`src/design/axi_rd_pkg.sv`:
```
/*
 * AXI read side definitions shared by the frame reader blocks.
 * Bus widths, burst encoding and the request and read beat structs.
 */
package axi_rd_pkg;

    localparam int ADDR_W     = 28;
    localparam int DATA_W     = 256;

    localparam int BURST_LEN  = 2;              // beats per burst
    localparam int ADDR_STEP  = BURST_LEN * 8;  // address units per burst

    localparam logic [2:0] BURST_SIZE_CODE = 3'd5;   // 32 byte beats
    localparam logic [1:0] BURST_INCR      = 2'b01;

    localparam int FIFO_DEPTH = 4;

    // one queued read burst, length is fixed
    typedef struct packed {
        logic [ADDR_W-1:0] addr;
    } ar_req_t;

    // one returned read beat
    typedef struct packed {
        logic [DATA_W-1:0] data;
        logic              last;
    } rd_beat_t;

endpackage

```
`src/design/video_pkg.sv`:
```
/*
 * Layout of the multi-view frame in memory.
 * Four quarter-size regions sit side by side at a fixed stride, and the
 * three-quarter-size region follows them. Geometry is scaled down for simulation.
 * Also holds the line sequencer state type.
 */
package video_pkg;

    // quarter-size regions
    localparam int NUM_QD        = 4;
    localparam int QD_LINE_SPAN  = 32;    // words per quarter line
    localparam int QD_LINES      = 4;
    localparam int REGION_STRIDE = 2048;  // region k starts at k * stride

    // three-quarter-size region
    localparam int TC_LINE_SPAN  = 96;
    localparam int TC_LINES      = 6;
    localparam int TC_BASE       = 8192;

    // second frame copy, selected by frame_sel
    localparam int FRAME_OFS_QD  = 1024;
    localparam int FRAME_OFS_TC  = 4096;

    // line sequencer states
    typedef enum logic [1:0] {
        IDLE,        // waiting for a line job
        LINE_PRE,    // load segment start address
        LINE_ISSUE,  // push bursts of one segment
        FRAME_DONE   // large region finished, wait for vsync
    } seq_state_e;

endpackage

```
`src/design/line_sequencer.sv`:
```
/*
 * Turns display sync into read burst requests.
 * Each falling edge of vsync or href starts a line job: one line from each
 * quarter region in turn, or one line of the large region once the quarters
 * are done. A rising edge of vsync restarts the frame.
 */
`timescale 1ns/100ps

module line_sequencer (
    input  logic                clk,
    input  logic                rst,
    input  logic                hsync_in,    // carries vsync
    input  logic                href_in,
    input  logic                frame_sel,
    input  logic                req_ready,
    output logic                req_valid,
    output axi_rd_pkg::ar_req_t req
);

    logic vs_d1, vs_d2;
    logic hr_d1, hr_d2;
    logic vs_rise, vs_fall, hr_fall, line_start;

    video_pkg::seq_state_e state;

    logic [1:0] qd_idx;   // quarter region, NUM_QD is 4
    logic       tc_sel;   // current job reads the large region
    logic [axi_rd_pkg::ADDR_W-1:0] qd_ofs [video_pkg::NUM_QD];
    logic [axi_rd_pkg::ADDR_W-1:0] tc_ofs;

    logic [axi_rd_pkg::ADDR_W-1:0] step;
    logic [axi_rd_pkg::ADDR_W-1:0] cur_ofs;
    logic [axi_rd_pkg::ADDR_W-1:0] region_base;
    logic [axi_rd_pkg::ADDR_W-1:0] frame_ofs;
    logic [7:0]                    seg_left;   // bursts left after the current one
    logic push, seg_last, tc_last, qd_done;

    axi_rd_pkg::ar_req_t req_q;

    always_ff @(posedge clk or negedge rst) begin
        if (!rst) begin
            vs_d1 <= 1'b0;
            vs_d2 <= 1'b0;
            hr_d1 <= 1'b0;
            hr_d2 <= 1'b0;
        end else begin
            vs_d1 <= hsync_in;
            vs_d2 <= vs_d1;
            hr_d1 <= href_in;
            hr_d2 <= hr_d1;
        end
    end

    assign vs_rise    = vs_d1 && !vs_d2;
    assign vs_fall    = !vs_d1 && vs_d2;
    assign hr_fall    = !hr_d1 && hr_d2;
    assign line_start = vs_fall || hr_fall;

    assign step    = axi_rd_pkg::ADDR_W'(axi_rd_pkg::ADDR_STEP);
    assign cur_ofs = tc_sel ? tc_ofs : qd_ofs[qd_idx];

    assign region_base = tc_sel ? axi_rd_pkg::ADDR_W'(video_pkg::TC_BASE)
                                : axi_rd_pkg::ADDR_W'(qd_idx * video_pkg::REGION_STRIDE);
    assign frame_ofs   = tc_sel ? axi_rd_pkg::ADDR_W'(video_pkg::FRAME_OFS_TC)
                                : axi_rd_pkg::ADDR_W'(video_pkg::FRAME_OFS_QD);

    // last quarter region has read all its lines
    assign qd_done  = qd_ofs[video_pkg::NUM_QD-1] ==
                      axi_rd_pkg::ADDR_W'(video_pkg::QD_LINES * video_pkg::QD_LINE_SPAN);
    assign tc_last  = (tc_ofs + step) ==
                      axi_rd_pkg::ADDR_W'(video_pkg::TC_LINES * video_pkg::TC_LINE_SPAN);
    assign seg_last = (seg_left == 8'd0);

    assign req_valid = (state == video_pkg::LINE_ISSUE);
    assign push      = req_valid && req_ready;
    assign req       = req_q;

    always_ff @(posedge clk or negedge rst) begin
        if (!rst) begin
            state    <= video_pkg::IDLE;
            qd_idx   <= 2'd0;
            tc_sel   <= 1'b0;
            tc_ofs   <= '0;
            seg_left <= 8'd0;
            req_q    <= '0;
            for (int i = 0; i < video_pkg::NUM_QD; i++) begin
                qd_ofs[i] <= '0;
            end
        end else if (vs_rise) begin
            // new frame, start over from region 0
            state  <= video_pkg::IDLE;
            qd_idx <= 2'd0;
            tc_sel <= 1'b0;
            tc_ofs <= '0;
            for (int i = 0; i < video_pkg::NUM_QD; i++) begin
                qd_ofs[i] <= '0;
            end
        end else begin
            case (state)
                video_pkg::IDLE: begin
                    if (line_start) begin
                        tc_sel <= qd_done;
                        qd_idx <= 2'd0;
                        state  <= video_pkg::LINE_PRE;
                    end
                end
                video_pkg::LINE_PRE: begin
                    req_q.addr <= region_base + (frame_sel ? frame_ofs : '0) + cur_ofs;
                    seg_left   <= tc_sel
                        ? 8'(video_pkg::TC_LINE_SPAN / axi_rd_pkg::ADDR_STEP - 1)
                        : 8'(video_pkg::QD_LINE_SPAN / axi_rd_pkg::ADDR_STEP - 1);
                    state      <= video_pkg::LINE_ISSUE;
                end
                video_pkg::LINE_ISSUE: begin
                    if (push) begin
                        req_q.addr <= req_q.addr + step;
                        seg_left   <= seg_left - 8'd1;
                        if (tc_sel) begin
                            tc_ofs <= tc_ofs + step;
                        end else begin
                            qd_ofs[qd_idx] <= qd_ofs[qd_idx] + step;
                        end
                        if (seg_last) begin
                            if (tc_sel) begin
                                state <= tc_last ? video_pkg::FRAME_DONE : video_pkg::IDLE;
                            end else if (qd_idx == 2'(video_pkg::NUM_QD - 1)) begin
                                state <= video_pkg::IDLE;
                            end else begin
                                qd_idx <= qd_idx + 2'd1;   // next quarter region
                                state  <= video_pkg::LINE_PRE;
                            end
                        end
                    end
                end
                video_pkg::FRAME_DONE: begin
                    state <= video_pkg::FRAME_DONE;   // only vsync leaves here
                end
                default: begin
                    state <= video_pkg::IDLE;
                end
            endcase
        end
    end

endmodule

```
`src/design/request_fifo.sv`:
```
/*
 * Queue of read burst requests between the line sequencer and the AR issuer.
 * Lets the sequencer run ahead so several bursts stay in flight.
 * out_valid rises one cycle after the first push.
 */
`timescale 1ns/100ps

module request_fifo (
    input  logic                clk,
    input  logic                rst,
    input  logic                in_valid,
    input  axi_rd_pkg::ar_req_t in_req,
    output logic                in_ready,
    output logic                out_valid,
    input  logic                out_ready,
    output axi_rd_pkg::ar_req_t out_req
);

    axi_rd_pkg::ar_req_t mem [axi_rd_pkg::FIFO_DEPTH];

    logic [1:0] wr_ptr;   // sized for FIFO_DEPTH of 4
    logic [1:0] rd_ptr;
    logic [2:0] count;
    logic       push, pop;

    assign out_valid = (count != 3'd0);
    // a full queue still takes a request in the cycle it hands one out
    assign in_ready  = (count != 3'(axi_rd_pkg::FIFO_DEPTH)) || out_ready;
    assign push      = in_valid && in_ready;
    assign pop       = out_valid && out_ready;
    assign out_req   = mem[rd_ptr];

    always_ff @(posedge clk) begin
        if (push) begin
            mem[wr_ptr] <= in_req;
        end
    end

    always_ff @(posedge clk or negedge rst) begin
        if (!rst) begin
            wr_ptr <= 2'd0;
            rd_ptr <= 2'd0;
            count  <= 3'd0;
        end else begin
            if (push) begin
                wr_ptr <= wr_ptr + 2'd1;   // wraps at depth
            end
            if (pop) begin
                rd_ptr <= rd_ptr + 2'd1;
            end
            count <= count + 3'(push) - 3'(pop);
        end
    end

endmodule

```
`src/design/ar_issuer.sv`:
```
/*
 * Drives the AXI read address channel from the request queue and
 * forwards returned read beats to the line buffer write port.
 * A request is popped one cycle before arvalid rises; data lags rvalid by one cycle.
 */
`timescale 1ns/100ps

module ar_issuer (
    input  logic                              clk,
    input  logic                              rst,
    input  logic                              in_valid,
    input  axi_rd_pkg::ar_req_t               in_req,
    output logic                              in_ready,
    output logic                              axi_arvalid,
    input  logic                              axi_arready,
    output logic [axi_rd_pkg::ADDR_W-1:0]     axi_araddr,
    output logic [3:0]                        axi_arlen,
    output logic [2:0]                        axi_arsize,
    output logic [1:0]                        axi_arburst,
    output logic                              axi_rready,
    input  logic                              axi_rvalid,
    input  logic [axi_rd_pkg::DATA_W-1:0]     axi_rdata,
    input  logic                              axi_rlast,
    output logic                              buf_wr_en,
    output logic [axi_rd_pkg::DATA_W-1:0]     buf_wr_data
);

    logic                 arvalid_q;
    logic                 pop;
    axi_rd_pkg::ar_req_t  ar_q;
    axi_rd_pkg::rd_beat_t beat_q;
    logic                 wr_en_q;

    // channel empty, or its request leaves this cycle
    assign in_ready = !arvalid_q || axi_arready;
    assign pop      = in_valid && in_ready;

    always_ff @(posedge clk or negedge rst) begin
        if (!rst) begin
            arvalid_q <= 1'b0;
            wr_en_q   <= 1'b0;
        end else begin
            if (pop) begin
                arvalid_q <= 1'b1;
            end else if (axi_arready) begin
                arvalid_q <= 1'b0;
            end
            wr_en_q <= axi_rvalid;
        end
    end

    always_ff @(posedge clk) begin
        if (pop) begin
            ar_q <= in_req;
        end
        beat_q.data <= axi_rdata;
        beat_q.last <= axi_rlast;
    end

    assign axi_arvalid = arvalid_q;
    assign axi_araddr  = ar_q.addr;
    assign axi_arlen   = 4'(axi_rd_pkg::BURST_LEN - 1);
    assign axi_arsize  = axi_rd_pkg::BURST_SIZE_CODE;
    assign axi_arburst = axi_rd_pkg::BURST_INCR;
    assign axi_rready  = 1'b1;   // line buffer always takes data

    assign buf_wr_en   = wr_en_q;
    assign buf_wr_data = beat_q.data;

endmodule

```
`src/design/frame_reader.sv`:
```
/*
 * Video frame reader top level.
 * Sync timing drives the line sequencer, requests queue in a small FIFO,
 * and the AR issuer puts them on the AXI read address channel.
 * Read data goes on to the line buffer write port.
 */
`timescale 1ns/100ps

module frame_reader (
    input  logic                          clk,
    input  logic                          rst,
    input  logic                          vsync,
    input  logic                          href,
    input  logic                          frame_sel,
    output logic                          axi_arvalid,
    input  logic                          axi_arready,
    output logic [axi_rd_pkg::ADDR_W-1:0] axi_araddr,
    output logic [3:0]                    axi_arlen,
    output logic [2:0]                    axi_arsize,
    output logic [1:0]                    axi_arburst,
    output logic                          axi_rready,
    input  logic                          axi_rvalid,
    input  logic [axi_rd_pkg::DATA_W-1:0] axi_rdata,
    input  logic                          axi_rlast,
    output logic                          buf_wr_en,
    output logic [axi_rd_pkg::DATA_W-1:0] buf_wr_data
);

    logic                seq_valid;
    logic                seq_ready;
    axi_rd_pkg::ar_req_t seq_req;
    logic                fifo_valid;
    logic                fifo_ready;
    axi_rd_pkg::ar_req_t fifo_req;

    line_sequencer i_line_sequencer (
        .clk       (clk),
        .rst       (rst),
        .hsync_in  (vsync),
        .href_in   (href),
        .frame_sel (frame_sel),
        .req_ready (seq_ready),
        .req_valid (seq_valid),
        .req       (seq_req)
    );

    request_fifo i_request_fifo (
        .clk       (clk),
        .rst       (rst),
        .in_valid  (seq_valid),
        .in_req    (seq_req),
        .in_ready  (seq_ready),
        .out_valid (fifo_valid),
        .out_ready (fifo_ready),
        .out_req   (fifo_req)
    );

    ar_issuer i_ar_issuer (
        .clk         (clk),
        .rst         (rst),
        .in_valid    (fifo_valid),
        .in_req      (fifo_req),
        .in_ready    (fifo_ready),
        .axi_arvalid (axi_arvalid),
        .axi_arready (axi_arready),
        .axi_araddr  (axi_araddr),
        .axi_arlen   (axi_arlen),
        .axi_arsize  (axi_arsize),
        .axi_arburst (axi_arburst),
        .axi_rready  (axi_rready),
        .axi_rvalid  (axi_rvalid),
        .axi_rdata   (axi_rdata),
        .axi_rlast   (axi_rlast),
        .buf_wr_en   (buf_wr_en),
        .buf_wr_data (buf_wr_data)
    );

endmodule

```
`config.mk`:
```
export PLATFORM = sky130hd
export DESIGN_NAME = frame_reader
export DESIGN_NICKNAME = d
export VERILOG_FILES = /design/src/design/axi_rd_pkg.sv /design/src/design/video_pkg.sv /design/src/design/line_sequencer.sv /design/src/design/request_fifo.sv /design/src/design/ar_issuer.sv /design/src/design/frame_reader.sv
export SDC_FILE = /design/constraint.sdc
export NUM_CORES = 1
export LEC_CHECK = 0
export BUFFER_PORTS_ARGS = -buffer_cell sky130_fd_sc_hd__buf_2
export CORE_AREA = 4 4 216 218
export DETAILED_ROUTE_END_ITERATION = 8
export DIE_AREA = 0 0 220 222
export GPL_ROUTABILITY_DRIVEN = 0
export HOLD_SLACK_MARGIN = 0.15
export PLACE_DENSITY = 0.71
export SYNTH_ARGS = -nofsm -noshare
export SYNTH_HDL_FRONTEND = slang
export SYNTH_HIERARCHICAL = 1
export SYNTH_SLANG_ARGS = --single-unit
```
`constraint.sdc`:
```
create_clock -name clk -period 8.1 [get_ports clk]
set_input_delay 0.405 -clock clk [delete_from_list [all_inputs] [get_ports clk]]
set_output_delay 0.405 -clock clk [all_outputs]
set_load 0.01 [all_outputs]
```
==> Word level (Yosys, flattened, before mapping) <==
Memory sizes are Yosys's and may differ from the RTL's. A register that Yosys moved wholly into a read port is not among the register bits.
Cells that the tools add are included.
{ "totals": {"regBits": 450, "mem_bits_rw": 112, "out_inout_bits": 296, "word_cells": 125, "n_memories": 1} }
{ "mem_list": {"columns": ["memory", "depth", "word_bits", "read_ports", "rd_clocked_by_memory_dff", "wr", "line_no", "rtl"], "rows": [
  ["i_request_fifo.mem", 4, 28, 1, 1, 1, "request_fifo.sv:19", "axi_rd_pkg::ar_req_t mem [axi_rd_pkg::FIFO_DEPTH];"]
]} }
{ "op_classes": {"add_sub_neg": 11, "n_lt_le_gt_ge": 2, "n_eq_ne": 14, "muxes": 45, "bitwise_logic": 2, "n_reduce_logical": 30} }
{ "op_table": {"columns": ["cell", "n"], "rows": [
  ["$mux W112", 4],
  ["$mux W28", 10],
  ["$bwmux W112", 1],
  ["$add A28 B5 Y28 const B", 3],
  ["$add A28 B28 Y28", 2],
  ["$bmux W28 S2", 1],
  ["$demux W28 S2", 1],
  ["$pmux W28 S2", 1],
  ["$eq A28 B10 Y1 const B", 1],
  ["$eq A28 B8 Y1 const B", 1],
  ["$mux W2", 12],
  ["$pmux W8 S2", 1],
  ["$ne A3 B3 Y1 const B", 5],
  ["$mux W14", 1],
  ["$reduce_bool A2 Y1", 7],
  ["$mux W13", 1],
  ["$reduce_and A3 Y1", 4],
  ["$logic_not A8 Y1", 1],
  ["$mux W1", 8],
  ["$mux W8", 1],
  ["$pmux W2 S4", 1],
  ["$sub A8 B1 Y8 const B", 1],
  ["$add A2 B1 Y2 const B", 3],
  ["$eq A2 B2 Y1 const B", 3],
  ["19 further kinds", 30]
]} }

==> Logic depth before layout (Yosys ltp) <==
{ "logic_depth": {"depth_word": 10, "depth_mapped": 18, "mapped_depth_nobuf": 14} }

==> Modules after synthesis <==
The synthesis kept the hierarchy.
{ "modules_own_cells": {"columns": ["module", "n_inst", "cells_per_inst", "area_per_inst_um2", "seq_area_each_um2"], "rows": [
  ["line_sequencer", 1, 1027, 9907.0, 4529.3],
  ["ar_issuer", 1, 301, 6127.1, 6015.8],
  ["request_fifo", 1, 183, 4448.0, 3538.4]
]} }

==> Worst setup path after synthesis <==
OpenSTA, ideal clock, no wires.
{ "synth_timing": {"path_kind": "register to register", "start": "reg i_line_sequencer.tc_sel", "end": "reg i_line_sequencer.req_q, in the netlist i_line_sequencer/req[27]", "setup_ns": 0.132, "arrival_time_ns": 3.811, "required_time_ns": 7.968, "slack_ns": 4.157, "path_stages_with_launch": 18, "period_less_slack_ns": 3.943, "path_cell_list": "dfrtp_1 buf_2 clkinv_1 buf_1 buf_1 clkbuf_1 o21ai_0 ha_1 ha_1 inv_1 fa_1 nor2b_1 o21ai_0 a22oi_1 and2_0 nor3b_1 xor2_1 o21ai_1"} }
{ "synth_between": {"elab_chain_cells": 5, "elab_cells_between_ends": 7, "cone_classes": "2 x add/sub; 5 x mux"} }
{ "synth_lines": {"columns": ["element", "line_no", "rtl"], "rows": [
  ["from (decl)", "line_sequencer.sv:27", "logic tc_sel;"],
  ["from (signal assigned)", "line_sequencer.sv:102", "tc_sel <= qd_done;"],
  ["$mux W13", "line_sequencer.sv:64", "assign frame_ofs = tc_sel ? axi_rd_pkg::ADDR_W'(video_pkg::FRAME_OFS_TC)"],
  ["$mux W28", "line_sequencer.sv:108", "req_q.addr <= region_base + (frame_sel ? frame_ofs : '0) + cur_ofs;"],
  ["$add A28 B28 Y28", "line_sequencer.sv:108", null],
  ["$add A28 B28 Y28 (*)", "line_sequencer.sv:108", null],
  ["$pmux W28 S2 (*)", "line_sequencer.sv:99", "case (state)"],
  ["to (decl)", "line_sequencer.sv:38", "axi_rd_pkg::ar_req_t req_q;"]
]} }
Every way passes the cells marked *; elsewhere a longest branch is shown, timed or not.
A chain may end at the register's enable or synchronous reset.

==> Worst setup path in the final report <==
Ends and elaborated chain as after synthesis.

==> results by group <==
Setup path
  – CP cell instances: clkinv_1, nand2_1, nand2_1, fa_1, inv_1, fa_1, nor2b_1, o21ai_0, a22oi_1, and2_0, nor3b_1, xor2_1, o21ai_1
  – Crit-path leading delay family: simple AND/OR/NAND/NOR gates
  – Worst EP required: 8.56 ns
  – Crit Path Class: reg2reg
  – FF-to-FF path depth: 13
  – Worst setup EP type: flip-flop
  – CP Max Fanout: 33
  – Worst r2r src: i_line_sequencer/tc_sel$_DFFE_PN0P_
  – CP max stage cell: clkinv_1
  – Reg2reg setup slack: about 3.4 ns
  – Worst EP arrival: 5.16 ns
  – Crit path largest cell delay: 1.00 ns
  – Reg-to-reg endpoint: i_line_sequencer/req[27]$_DFFE_PN0P_
  – CP Buf/Inv Count: 2
  – Worst setup SP type: flip-flop

Yosys
  – Area leader, netlist: dfxtp_1
  – Yosys reg bits: a little under 600
  – Yosys warns: 6
  – Sequential share of the synthesized area: 0.688
  – Post-synthesis cell area: ~20,000 um2
  – Cells after Synth: 1,511
  – Top-area cell type share of the netlist area: 0.250
  – Netlist cell types: 76
  – Top_reg_cell synth: dfxtp_1
  – Synthesized area per cell: approximately 14 um2
  – Area contributors post-synth: dfxtp_1 25%, dfrtp_1 23%, edfxtp_1 21%
  – EDFF count, synth: 140
  – FFs w/ async S/R, synth: 0.324

Place
  – PortBufs: between 500 and 600
  – Post-DP HPWL: 53,800 um

Job
  – Max Cap Violations: 0

Layout
  – Multi-input logic area: 5980 um2
  – Most common cell after layout, fill and taps aside: buf_2
  – Commonest cells after routing, fill and taps aside: 547 x buf_2, 261 x dlygate4sd3_1, 256 x dfxtp_1
  – Fin nets: 2,621
  – Reg area: 14,100 um2
  – Share of cells above drive strength 1: 0.315
  – Layout fillers: 3,324
  – Area Overhead vs Synth: 38.9%

Clocking
  – H-tree depth: 2
  – Clk buf depth: 3
  – Root Driver: clkbuf_16
  – Total CTS buffers: 57
  – Clk sink count: 586
  – Skew-Pair Late Insertion Delay: roughly 0.63 ns
  – Post-CTS Resized: 0
  – CTS tree: done
  – Worst-path clk slew: 0.07 ns

Die
  – Die Y: 222 um
  – Initial core utilization: 0.456
  – Die area: 48,800 um2
  – Core Rows: 78
  – I/O pins: 560
  – Die Wd: 220 um
  – Core area: around 45,000 um2

Global routing
  – Initial antenna violation count: 31
  – Vias in the first global route: 16.5k
  – Total grt overflow: 0
  – Largest net degree at the start of global routing: 113
  – First-pass GRT wire length: between 100,000 and 150,000 um
  – GRT Total Usage: 0.313

Timing
  – Final setup vio count: 0
  – Pins Over Slew Limit: 0
  – Setup TNS: 0 ns
  – Peak Freq: 0.213 GHz
  – Final min period: around 4.7 ns
  – Least-Margin Pin Slew: 1.02 ns
  – Final hold violation count: 0
  – RSZ-0062 raised after global routing: false
  – Fin Clk Skew: 0.0377 ns
  – Rel. slew slack: 0.317
  – Tcrit/Tclk final: 0.580
  – Final hold slack: 0.397 ns

Route
  – Total number of vias: 16.3k
  – TritonRoute pass-1 iters: 5
  – Antenna-violating nets left: 0
  – Violation count after the first detailed-route iteration: ~1.5k
  – Vias per cell: 5.45
  – DR WL/cell: 26.5 um
  – Drt total wl: 79,200 um
  – DRC viols: 0

Power
  – VDD IR max: 0.189 mV
  – Pwr per Cell Area: 275 nW/um2
  – Leakage: 12.4 nW

Worst hold path
  – HP Start: i_line_sequencer/hr_d1$_DFF_PN0_
  – Hold EP: i_line_sequencer/hr_d2$_DFF_PN0_
  – Hold depth: 0
  – Worst min-delay path class: reg2reg

Status
  – Status: finished, final reports clean
==> synth_stat cells (5+ instances only) <==
master	number
a22o_1	24
inv_1	27
mux4_2	56
edfxtp_1	140
nand4_1	16
nor2_1	68
or3_1	5
nor3_1	14
xnor2_1	34
buf_2	11
o21ai_1	7
a21oi_1	32
dfxtp_1	256
nand2b_1	9
o22ai_1	12
ha_1	26
nand2_1	167
a22oi_1	5
xor2_1	34
o21ai_0	119
clkbuf_1	45
and3_1	22
buf_4	11
dfrtp_1	190
and2_1	6
or4_1	6
nand3_1	47
o221ai_1	6
mux2i_1	21
nor4_1	11
mux2_2	8
==> final cells by class <==
class | count | area share
Inverter | 28 | 0.00369
Clock inverter | 19 | 0.00638
Sequential cell | 586 | 0.495
Tap cell | 600 | 0.0264
Antenna cell | 15 | 0.00132
Multi-Input combinational cell | 832 | 0.210
Clock buffer | 86 | 0.0649
Timing Repair Buffer | 823 | 0.192
==> worst register-to-register path: stages, from the launching register on <==
cell      delay, ns
dfrtp_1        0.74
clkinv_1       1.01
nand2_1        0.27
nand2_1        0.11
fa_1           0.57
inv_1          0.06
fa_1           0.46
nor2b_1        0.12
o21ai_0        0.10
a22oi_1        0.27
and2_0         0.32
nor3b_1        0.27
xor2_1         0.18
o21ai_1        0.07
==> report_power, final <==
group	internal, W	total, W	switching (W)	leakage [nW]
Combinational	0.000592	0.00140	0.000808	5.34
Sequential	0.00336	0.00363	0.000268	6.08
Clock	0.00162	0.00279	0.00118	1.02
Total	0.00557	0.00782	0.00225	12.4
==> metrics by stage <==
step                      setup slack (ns)  instance area (um2)  total power (W)  cells  utilization
after floorplan                       4.16                20500          0.00439   1519            -
after global placement                3.49                23800          0.00488   2608        0.530
after detailed placement              3.44                23800          0.00492   2608        0.530
after CTS                             3.45                28400          0.00777   2974        0.633
after global routing                  2.84                28400          0.00809   2984        0.634
final                                 3.41                28500          0.00782   2989        0.634
==> registers in the layout (all words and copies together), names as in the netlist, 3 cells and up <==
register and count:
i_ar_issuer/buf_wr_data 256, i_line_sequencer/qd_ofs 112, i_request_fifo/mem 112, i_ar_issuer/axi_araddr 28, i_line_sequencer/req 28, i_line_sequencer/tc_ofs 24
i_line_sequencer/seg_left 8, i_request_fifo/count 3
==> metal layers <==
layer / vias up / share of wire / track usage
met5: - / 0.0021 / 0
met3: 226 / 0.098 / 0.0866
li1: 7027 / - / -
met1: 8036 / 0.38 / 0.399
met2: 964 / 0.45 / 0.471
met4: 26 / 0.076 / 0.200
==> how the worst max path moves through the flow <==
stage	startpoint	to	depth (start not counted)
after floorplan	i_line_sequencer/tc_sel$_DFFE_PN0P_	i_line_sequencer/req[27]$_DFFE_PN0P_	17
after detailed placement	i_line_sequencer/tc_sel$_DFFE_PN0P_	i_line_sequencer/req[27]$_DFFE_PN0P_	13
after global placement	i_line_sequencer/tc_sel$_DFFE_PN0P_	i_line_sequencer/req[27]$_DFFE_PN0P_	13
final	i_line_sequencer/tc_sel$_DFFE_PN0P_	i_line_sequencer/req[27]$_DFFE_PN0P_	13
after CTS	i_line_sequencer/tc_sel$_DFFE_PN0P_	i_line_sequencer/req[27]$_DFFE_PN0P_	13
after global routing	i_line_sequencer/tc_sel$_DFFE_PN0P_	i_line_sequencer/req[27]$_DFFE_PN0P_	13
==> kinds of logic after synthesis <==
| group | after synthesis | synth area share |
|---|---|---|
| DFF | 586 | 0.688 |
| muxes | 85 | 0.0762 |
| adders and majority gates | 29 | 0.0188 |
| other | 2 | 0.000367 |
| AOI/OAI and AO/OA | 235 | 0.0689 |
| xor gates and xnor gates | 69 | 0.0299 |
| buffers and inverters | 101 | 0.0221 |
| and+or+nand+nor | 404 | 0.0961 |
==> timing repair <==
item,CTS,global route
hold buffers,261,0
endpoints found under the hold margin,371,0
setup buffers,0,0
(Power assumes the default switching activity.)
